File: src/verilog/exec_wb_pkg.sv
// Writeback select is two bits wide and WB_LINK always writes the pc_next value
package exec_wb_pkg;

    // Source of the value written to rd
    typedef enum logic [1:0] {
        WB_RESULT = 2'd0,   // Unit result
        WB_LINK   = 2'd1    // Return address for JAL and JALR
    } wb_sel_e;

    typedef struct packed {
        logic    reg_write;
        wb_sel_e wb_sel;
    } wb_ctrl_t;

endpackage

File: src/verilog/exec_uop_pkg.sv
// Compile after exec_wb_pkg since the micro-op word carries the writeback select
package exec_uop_pkg;

    typedef enum logic [1:0] {
        UNIT_NONE   = 2'd0,
        UNIT_ALU    = 2'd1,
        UNIT_DIV    = 2'd2,
        UNIT_BRANCH = 2'd3
    } unit_e;

    typedef enum logic [3:0] {
        ALU_ADD   = 4'd0,
        ALU_SUB   = 4'd1,
        ALU_AND   = 4'd2,
        ALU_OR    = 4'd3,
        ALU_XOR   = 4'd4,
        ALU_SLL   = 4'd5,
        ALU_SRL   = 4'd6,
        ALU_SRA   = 4'd7,
        ALU_SLT   = 4'd8,
        ALU_SLTU  = 4'd9,
        ALU_PASSB = 4'd10   // LUI
    } alu_op_e;

    typedef enum logic [3:0] {
        DIV_DIV  = 4'd0,
        DIV_DIVU = 4'd1,
        DIV_REM  = 4'd2,
        DIV_REMU = 4'd3
    } div_op_e;

    typedef enum logic [3:0] {
        BR_EQ   = 4'd0,
        BR_NE   = 4'd1,
        BR_LT   = 4'd2,
        BR_GE   = 4'd3,
        BR_LTU  = 4'd4,
        BR_GEU  = 4'd5,
        BR_JAL  = 4'd6,
        BR_JALR = 4'd7,
        BR_NONE = 4'd8
    } branch_cond_e;

    // One op field, read according to the unit
    typedef union packed {
        alu_op_e      alu;
        div_op_e      div;
        branch_cond_e br;
    } op_field_u;

    typedef struct packed {
        unit_e                unit;
        op_field_u            op;
        logic                 reg_write;
        exec_wb_pkg::wb_sel_e wb_sel;
    } uop_t;

endpackage

File: src/verilog/alu_unit.sv
// Shifts use only b_i[4:0] and PASSB forwards b_i unchanged for LUI
`timescale 1ns/1ps

module alu_unit
    import exec_uop_pkg::*;
(
    input  alu_op_e     op_i,
    input  logic [31:0] a_i,
    input  logic [31:0] b_i,
    output logic [31:0] result_o,
    output logic        lt_o,
    output logic        ltu_o,
    output logic        eq_o
);

    logic [4:0]  shamt;
    logic [31:0] sum;
    logic [31:0] diff;

    assign shamt = b_i[4:0];
    assign sum   = a_i + b_i;
    assign diff  = a_i - b_i;

    // Relations for branch resolution
    assign eq_o  = (a_i == b_i);
    assign ltu_o = (a_i < b_i);
    assign lt_o  = ($signed(a_i) < $signed(b_i));

    always_comb begin
        case (op_i)
            ALU_ADD:   result_o = sum;
            ALU_SUB:   result_o = diff;
            ALU_AND:   result_o = a_i & b_i;
            ALU_OR:    result_o = a_i | b_i;
            ALU_XOR:   result_o = a_i ^ b_i;
            ALU_SLL:   result_o = a_i << shamt;
            ALU_SRL:   result_o = a_i >> shamt;
            ALU_SRA:   result_o = $unsigned($signed(a_i) >>> shamt);
            ALU_SLT:   result_o = {31'd0, lt_o};
            ALU_SLTU:  result_o = {31'd0, ltu_o};
            ALU_PASSB: result_o = b_i;
            default:   result_o = sum;   // Unused codes behave as add
        endcase
    end

endmodule

File: src/verilog/divide_unit.sv
// Start is ignored while busy and the result stays valid from done until the next start
`timescale 1ns/1ps

module divide_unit
    import exec_uop_pkg::*;
(
    input  logic        clk_i,
    input  logic        rst_i,
    input  logic        start_i,
    input  div_op_e     op_i,
    input  logic [31:0] dividend_i,
    input  logic [31:0] divisor_i,
    output logic [31:0] result_o,
    output logic        busy_o,
    output logic        done_o
);

    logic        busy_q;
    logic        done_q;
    logic [4:0]  cnt_q;
    logic [31:0] quo_q;       // Dividend bits shift out, quotient bits shift in
    logic [31:0] rem_q;
    logic [31:0] dvs_q;       // Divisor magnitude
    logic        rem_sel_q;
    logic        neg_quo_q;
    logic        neg_rem_q;

    logic        is_signed;
    logic        a_neg;
    logic        b_neg;
    logic        load;
    logic [32:0] rem_shift;
    logic [32:0] trial;

    assign is_signed = (op_i == DIV_DIV) || (op_i == DIV_REM);
    assign a_neg     = is_signed && dividend_i[31];
    assign b_neg     = is_signed && divisor_i[31];
    assign load      = start_i && !busy_q;

    assign rem_shift = {rem_q, quo_q[31]};
    assign trial     = rem_shift - {1'b0, dvs_q};   // Bit 32 set means restore

    always_ff @(posedge clk_i) begin
        if (rst_i) begin
            busy_q <= 1'b0;
            done_q <= 1'b0;
            cnt_q  <= '0;
        end else begin
            done_q <= 1'b0;
            if (load) begin
                busy_q <= 1'b1;
                cnt_q  <= '0;
            end else if (busy_q) begin
                cnt_q <= cnt_q + 5'd1;
                if (cnt_q == 5'd31) begin   // Last of 32 iterations
                    busy_q <= 1'b0;
                    done_q <= 1'b1;
                end
            end
        end
    end

    always_ff @(posedge clk_i) begin
        if (load) begin
            quo_q     <= a_neg ? -dividend_i : dividend_i;
            dvs_q     <= b_neg ? -divisor_i : divisor_i;
            rem_q     <= '0;
            rem_sel_q <= (op_i == DIV_REM) || (op_i == DIV_REMU);
            // Zero divisor leaves the all-ones quotient unsigned
            neg_quo_q <= (a_neg ^ b_neg) && (divisor_i != 32'd0);
            neg_rem_q <= a_neg;   // Remainder takes the dividend sign
        end else if (busy_q) begin
            if (!trial[32]) begin
                rem_q <= trial[31:0];
                quo_q <= {quo_q[30:0], 1'b1};
            end else begin
                rem_q <= rem_shift[31:0];
                quo_q <= {quo_q[30:0], 1'b0};
            end
        end
    end

    // Most negative by minus one falls out of the magnitudes with no extra case
    assign result_o = rem_sel_q ? (neg_rem_q ? -rem_q : rem_q)
                                : (neg_quo_q ? -quo_q : quo_q);
    assign busy_o   = busy_q;
    assign done_o   = done_q;

endmodule

File: src/verilog/exec_subsystem_top.sv
// Issue side holds a divide on uop_i until ready_o rises and dbg_raddr_i only observes the registers
`timescale 1ns/1ps

module exec_subsystem_top
    import exec_uop_pkg::*;
    import exec_wb_pkg::*;
#(
    parameter int AW = 5
) (
    input  logic          clk_i,
    input  logic          rst_i,
    input  logic          stall_i,
    input  uop_t          uop_i,
    input  logic [31:0]   op_a_i,
    input  logic [31:0]   op_b_i,
    input  logic [31:0]   pc_next_i,
    input  logic [AW-1:0] rd_addr_i,
    input  logic [AW-1:0] dbg_raddr_i,
    output logic          ready_o,
    output logic          branch_taken_o,
    output logic [31:0]   branch_target_o,
    output logic [31:0]   dbg_rdata_o
);

    // Execute to buffer
    logic          res_valid;
    logic [31:0]   res_data;
    wb_ctrl_t      res_ctrl;
    logic [AW-1:0] res_rd;
    logic [31:0]   res_pc_next;

    // Buffer to register file
    logic          wr_en;
    logic [AW-1:0] wr_addr;
    logic [31:0]   wr_data;

    execute_stage #(.AW(AW)) u_exec (
        .clk_i           (clk_i),
        .rst_i           (rst_i),
        .stall_i         (stall_i),
        .uop_i           (uop_i),
        .op_a_i          (op_a_i),
        .op_b_i          (op_b_i),
        .pc_next_i       (pc_next_i),
        .rd_addr_i       (rd_addr_i),
        .ready_o         (ready_o),
        .branch_taken_o  (branch_taken_o),
        .branch_target_o (branch_target_o),
        .res_valid_o     (res_valid),
        .res_data_o      (res_data),
        .res_ctrl_o      (res_ctrl),
        .res_rd_o        (res_rd),
        .res_pc_next_o   (res_pc_next)
    );

    writeback_buffer #(.AW(AW)) u_wb (
        .clk_i     (clk_i),
        .rst_i     (rst_i),
        .stall_i   (stall_i),
        .valid_i   (res_valid),
        .data_i    (res_data),
        .ctrl_i    (res_ctrl),
        .rd_i      (res_rd),
        .pc_next_i (res_pc_next),
        .wr_en_o   (wr_en),
        .wr_addr_o (wr_addr),
        .wr_data_o (wr_data)
    );

    register_file #(.AW(AW)) u_rf (
        .clk_i       (clk_i),
        .rst_i       (rst_i),
        .wr_en_i     (wr_en),
        .wr_addr_i   (wr_addr),
        .wr_data_i   (wr_data),
        .dbg_raddr_i (dbg_raddr_i),
        .dbg_rdata_o (dbg_rdata_o)
    );

endmodule

File: src/verilog/execute_stage.sv
// Branches compare op_a_i with op_b_i and target their sum, and a divide must stay on uop_i until ready_o rises
`timescale 1ns/1ps

module execute_stage
    import exec_uop_pkg::*;
    import exec_wb_pkg::*;
#(
    parameter int AW = 5
) (
    input  logic          clk_i,
    input  logic          rst_i,
    input  logic          stall_i,
    input  uop_t          uop_i,
    input  logic [31:0]   op_a_i,
    input  logic [31:0]   op_b_i,
    input  logic [31:0]   pc_next_i,
    input  logic [AW-1:0] rd_addr_i,
    output logic          ready_o,
    output logic          branch_taken_o,
    output logic [31:0]   branch_target_o,
    output logic          res_valid_o,
    output logic [31:0]   res_data_o,
    output wb_ctrl_t      res_ctrl_o,
    output logic [AW-1:0] res_rd_o,
    output logic [31:0]   res_pc_next_o
);

    alu_op_e     alu_op;
    logic [31:0] alu_res;
    logic        lt;
    logic        ltu;
    logic        eq;
    logic [31:0] div_res;
    logic        div_busy;
    logic        div_done;
    logic        div_start;
    logic        div_pend_q;   // Divide issued, result not yet taken
    logic        div_held_q;   // Done arrived under stall
    logic        div_fin;
    logic        div_wait;
    logic        is_div;
    logic        cond;

    assign is_div = (uop_i.unit == UNIT_DIV);
    assign alu_op = (uop_i.unit == UNIT_ALU) ? uop_i.op.alu : ALU_ADD;   // Adder for targets

    alu_unit u_alu (
        .op_i     (alu_op),
        .a_i      (op_a_i),
        .b_i      (op_b_i),
        .result_o (alu_res),
        .lt_o     (lt),
        .ltu_o    (ltu),
        .eq_o     (eq)
    );

    assign div_start = is_div && !div_pend_q && !stall_i;

    divide_unit u_div (
        .clk_i      (clk_i),
        .rst_i      (rst_i),
        .start_i    (div_start),
        .op_i       (uop_i.op.div),
        .dividend_i (op_a_i),
        .divisor_i  (op_b_i),
        .result_o   (div_res),
        .busy_o     (div_busy),
        .done_o     (div_done)
    );

    assign div_fin  = div_done || div_held_q;
    assign div_wait = div_busy || (div_pend_q && !div_fin);

    always_ff @(posedge clk_i) begin
        if (rst_i) begin
            div_pend_q <= 1'b0;
            div_held_q <= 1'b0;
        end else begin
            if (div_start) begin
                div_pend_q <= 1'b1;
            end else if (div_fin && !stall_i) begin
                div_pend_q <= 1'b0;
            end
            div_held_q <= div_pend_q && div_fin && stall_i;
        end
    end

    assign ready_o = !stall_i && !div_wait;

    always_comb begin
        case (uop_i.op.br)
            BR_EQ:   cond = eq;
            BR_NE:   cond = !eq;
            BR_LT:   cond = lt;
            BR_GE:   cond = !lt;
            BR_LTU:  cond = ltu;
            BR_GEU:  cond = !ltu;
            BR_JAL,
            BR_JALR: cond = 1'b1;
            default: cond = 1'b0;   // BR_NONE never redirects
        endcase
    end

    assign branch_taken_o  = (uop_i.unit == UNIT_BRANCH) && cond;
    assign branch_target_o = {alu_res[31:1], 1'b0};

    // Single-cycle units are valid at once, a divide only when it finishes
    assign res_valid_o   = div_pend_q ? div_fin
                                      : (uop_i.unit == UNIT_ALU) || (uop_i.unit == UNIT_BRANCH);
    assign res_data_o    = is_div ? div_res : alu_res;
    assign res_ctrl_o    = wb_ctrl_t'{reg_write: uop_i.reg_write, wb_sel: uop_i.wb_sel};
    assign res_rd_o      = rd_addr_i;
    assign res_pc_next_o = pc_next_i;

endmodule

File: src/verilog/register_file.sv
// Register x0 ignores writes and the whole array clears while rst_i is high
`timescale 1ns/1ps

module register_file #(
    parameter int AW = 5
) (
    input  logic          clk_i,
    input  logic          rst_i,
    input  logic          wr_en_i,
    input  logic [AW-1:0] wr_addr_i,
    input  logic [31:0]   wr_data_i,
    input  logic [AW-1:0] dbg_raddr_i,
    output logic [31:0]   dbg_rdata_o
);

    logic [31:0] regs_q [2**AW];

    always_ff @(posedge clk_i) begin
        if (rst_i) begin
            for (int i = 0; i < 2**AW; i++) begin
                regs_q[i] <= '0;
            end
        end else if (wr_en_i && (wr_addr_i != '0)) begin
            regs_q[wr_addr_i] <= wr_data_i;
        end
    end

    assign dbg_rdata_o = regs_q[dbg_raddr_i];   // Combinational read

endmodule

File: src/verilog/writeback_buffer.sv
// A write held by stall_i is issued once on the first edge after stall_i drops
`timescale 1ns/1ps

module writeback_buffer
    import exec_wb_pkg::*;
#(
    parameter int AW = 5
) (
    input  logic          clk_i,
    input  logic          rst_i,
    input  logic          stall_i,
    input  logic          valid_i,
    input  logic [31:0]   data_i,
    input  wb_ctrl_t      ctrl_i,
    input  logic [AW-1:0] rd_i,
    input  logic [31:0]   pc_next_i,
    output logic          wr_en_o,
    output logic [AW-1:0] wr_addr_o,
    output logic [31:0]   wr_data_o
);

    logic          wr_en_q;
    logic [AW-1:0] wr_addr_q;
    logic [31:0]   wr_data_q;

    always_ff @(posedge clk_i) begin
        if (rst_i) begin
            wr_en_q <= 1'b0;
        end else if (!stall_i) begin
            wr_en_q <= valid_i && ctrl_i.reg_write;
        end
    end

    always_ff @(posedge clk_i) begin
        if (!stall_i) begin
            wr_addr_q <= rd_i;
            wr_data_q <= (ctrl_i.wb_sel == WB_LINK) ? pc_next_i : data_i;   // Link mux
        end
    end

    assign wr_en_o   = wr_en_q && !stall_i;   // No write while stalled
    assign wr_addr_o = wr_addr_q;
    assign wr_data_o = wr_data_q;

endmodule
File: config.mk
export PLATFORM = sky130hd
export DESIGN_NAME = exec_subsystem_top
export DESIGN_NICKNAME = d
export VERILOG_FILES = /design/src/verilog/exec_wb_pkg.sv /design/src/verilog/exec_uop_pkg.sv /design/src/verilog/alu_unit.sv /design/src/verilog/divide_unit.sv /design/src/verilog/exec_subsystem_top.sv /design/src/verilog/execute_stage.sv /design/src/verilog/register_file.sv /design/src/verilog/writeback_buffer.sv
export SDC_FILE = /design/constraint.sdc
export NUM_CORES = 2
export LEC_CHECK = 0
export BUFFER_PORTS_ARGS = -buffer_cell sky130_fd_sc_hd__buf_4
export CORE_UTILIZATION = 68
export DETAILED_ROUTE_END_ITERATION = 10
export PLACE_DENSITY = 0.88
export SYNTH_ARGS = -nofsm -noshare
export SYNTH_HDL_FRONTEND = slang
export SYNTH_SLANG_ARGS = --single-unit
File: constraint.sdc
create_clock -name clk_i -period 13.47 [get_ports clk_i]
set_clock_uncertainty 0.15 [all_clocks]
set_input_delay 2.694 -clock clk_i [delete_from_list [all_inputs] [get_ports clk_i]]
set_output_delay 2.694 -clock clk_i [all_outputs]
set_load 0.1 [all_outputs]
==> impl_metrics.toml <==
[route]
firstDrtPassIters = 7
drt_iter0_drc = 8934
drt_wl_total_mm = 248
num_vias = 49900
drc = 0
antenna_left = 0
viasPerCell = 7.62
wire_per_inst_um = 37.9

[sta]
setup_violations = 0
slew_headroom_pct = -1.53
drv_slew = 47
period_share_pct = 76.4
finalHoldViolCount = 0
rsz0062_at_grt = "false"
worst_slew_pin_slew_ps = 1520
clock.fmax_mhz = 97.1
setup_ws_ps = 3170
hold_slack_ps = 328
final.setup.tns_ps = 0
fin_crit_ps = 10300

[critical_path]
cp-start-kind = "primary input"
worstPathArrival_ps = 7450
required_ps = 10630
worstSetupPathType = "primary input to output port"
endpoint = "branch_target_o[23]"
r2r_slack_ps = 8100
crit_path_end_kind = "output port"
crit_fanout = 60
timing.rr.start = "u_wb.wr_en_q"
reg2regPathDepth = 5
reg2reg_to = "u_rf.regs_q[22][13]"
critPathLaunch = "op_b_i[4]"

[logic_synthesis]
syn_avg_cell_area_um2 = 12.5
synthArstFlopShare_pct = 0
ys.flop_type = "edfxtp_1"
ys_seq_area_share_pct = 52.8
syn-cell-area_um2 = 65700
syn-instance-count = 5247
ys_types = 86
ys_seq_elements = 1170
synth-edff-count = 1128
yosysWarnings = 0

[layout]
layout-area-overhead-vs-synth_pct = 8.71
fin_nets = 5440
drive_gt1_share_pct = 18.5
fillers = 5419
mostFrequentLayoutCell = "edfxtp_1"
layout_common_cells = "edfxtp_1 (1,128), and2_1 (1,012), mux4_2 (383), buf_4 (255), nor2_1 (249)"

[floorplanning]
dieArea_um2 = 97900
start_util_pct = 68.9
die_y_um = 313
die-width_um = 313
coreArea_um2 = 95400
num_rows = 113
ioPinCount = 184

[global_route]
antenna_found_initial = 8
met3_usage_pct = 12.2
grt_pass1_wl_mm = 342
grt_usage_pct = 49.2
grt_max_degree = 108
grt_pass1_vias = 47900
grt_util_met2_pct = 77.9
overflow = 0
grt_use_met1_pct = 58.0
busiest_layer = "met2"

[clock_network]
path_clk_slew_ps = 60
cts_tree = "done"
clk_latency_ps = 740
clock_tree.root_cell = "clkbuf_16"
cts-buffers-inserted = 110
post-cts-setup-buffers = 0
cts.sinks = 1170
postCtsHoldBufs = 0
cts_max_level = 3
post_cts_resized = 0
cts_buffer_depth = 3

[power]
p_seq_share_pct = 44.9
switching_power_mw = 3.19
power.ir.vdd_worst_v = 0.000153
pwr-share-clk_pct = 33.1
p_comb_share_pct = 22.0
finalPower_mw = 9.90
intPower_mw = 6.72
p_sw_share_pct = 32.2
leakagePower_nw = 26.7
p_per_area_nw_per_um2 = 139

[outcome]
violations = "max-capacitance violations, max-slew violations"
run_status = "finished with violations"

[placement]
dp_hpwl_mm = 145
gp_congestion = 1.04
pre_cts_slack_ps = 3470
port_buffers = 182

[job]
cap_violations = 2

[min_path]
whs_path_depth = 2
hold_path_class = "flip-flop to flip-flop"
## kinds of logic after synthesis
| group | count (synthesis) | synth area share [%] |
|---|---|---|
| xor+xnor | 156 | 2.08 |
| buf+inv | 623 | 3.62 |
| fa+ha+maj | 138 | 2.66 |
| simple gates | 1846 | 15.6 |
| compound gates | 814 | 8.27 |
| flops | 1170 | 52.8 |
| mux | 499 | 15.0 |
| other cells | 1 | 0.00570 |
## registers in the layout (all words and copies together) (netlist names)
| signal | flops |
|---|---|
| u_exec.u_div.neg_rem_q | 1 |
| u_exec.u_div.done_o | 1 |
| u_exec.u_div.quo_q | 32 |
| u_exec.u_div.cnt_q | 5 |
| u_exec.u_div.dvs_q | 32 |
| u_exec.div_held_q | 1 |
| u_exec.u_div.rem_q | 32 |
| u_rf.regs_q | 1024 |
| u_exec.u_div.busy_o | 1 |
| u_exec.u_div.neg_quo_q | 1 |
| u_wb.wr_en_q | 1 |
| u_wb.wr_addr_o | 5 |
| u_exec.u_div.rem_sel_q | 1 |
| u_exec.div_pend_q | 1 |
| u_wb.wr_data_o | 32 |
## power groups by stage
| stage | sequential (mW) | clock (mW) | combinational [mW] |
|---|---|---|---|
| 2_1_floorplan | 4.31 | 0 | 1.54 |
| 3_3_place_gp | 4.45 | 0 | 2.05 |
| 3_5_place_dp | 4.48 | 0 | 2.08 |
| 4_1_cts | 4.42 | 3.22 | 2.10 |
| 5_1_grt | 4.45 | 3.35 | 2.26 |
| 6_report | 4.44 | 3.28 | 2.18 |
## cells in the mapped netlist (40+ instances only)
master | n | area share (%)
edfxtp_1 | 1128 | 52
o21ai_0 | 156 | 1.2
and2_1 | 1012 | 9.6
nor2_1 | 283 | 1.6
a21oi_1 | 207 | 1.6
xnor2_1 | 110 | 1.5
inv_1 | 155 | 0.88
nand2_1 | 235 | 1.3
mux2i_1 | 54 | 0.82
a21o_1 | 43 | 0.49
mux4_2 | 383 | 13
dfxtp_1 | 42 | 1.3
xor2_1 | 46 | 0.61
a211oi_1 | 41 | 0.47
or2_2 | 40 | 0.38
nand3_1 | 44 | 0.33
clkbuf_1 | 399 | 2.3
ha_1 | 135 | 2.6
nor3_1 | 63 | 0.48
mux2_2 | 62 | 1.1
buf_1 | 44 | 0.25
## area by class of cell
type                       instances  area [um^2]  share of cell area, %
timing repair buffer             259         1980                   2.78
tap                             1265         1580                   2.21
clock inverter                    67          810                   1.13
inverter                         157          589                  0.824
clock buffer                     132         2850                   3.98
multi-input combinational       3486        28900                   40.5
sequential                      1170        34700                   48.6
antenna                           10         25.0                 0.0350
## per-layer routing
| layer | wire length [um] | up-vias |
|---|---|---|
| met4 | 27500 | 4 |
| li1 | - | 19300 |
| met2 | 112000 | 5384 |
| met1 | 75200 | 23800 |
| met5 | 31 | - |
| met3 | 33100 | 1461 |
## stage by stage
stage          area [um^2]  util, %  cells
6_report             71500     74.9   6546
5_1_grt              71500     74.9   6539
4_1_cts              71400     74.9   6536
3_5_place_dp         67800     71.0   6337
3_3_place_gp         67800     71.0   6337
2_1_floorplan        65900        -   5279
## worst max-delay path: stages
cell	delay, ps
buf_4	510
inv_1	490
ha_1	510
nor3_1	270
nand2_1	120
a31oi_1	450
o21ai_0	190
o2bb2ai_1	160
buf_4	180
o31ai_1	390
o22ai_1	150
a211oi_1	850
buf_4	430
## worst min path at each step
stage / startpoint / end
2_1_floorplan: u_wb.wr_en_q / u_wb.wr_en_q
3_3_place_gp: u_wb.wr_en_q / u_wb.wr_en_q
3_5_place_dp: u_exec.div_pend_q / u_exec.div_held_q
4_1_cts: u_exec.div_pend_q / u_exec.div_held_q
5_1_grt: u_exec.div_pend_q / u_exec.div_held_q
6_report: u_exec.div_pend_q / u_exec.div_held_q
Note: power is estimated with default switching activity, not from simulation.
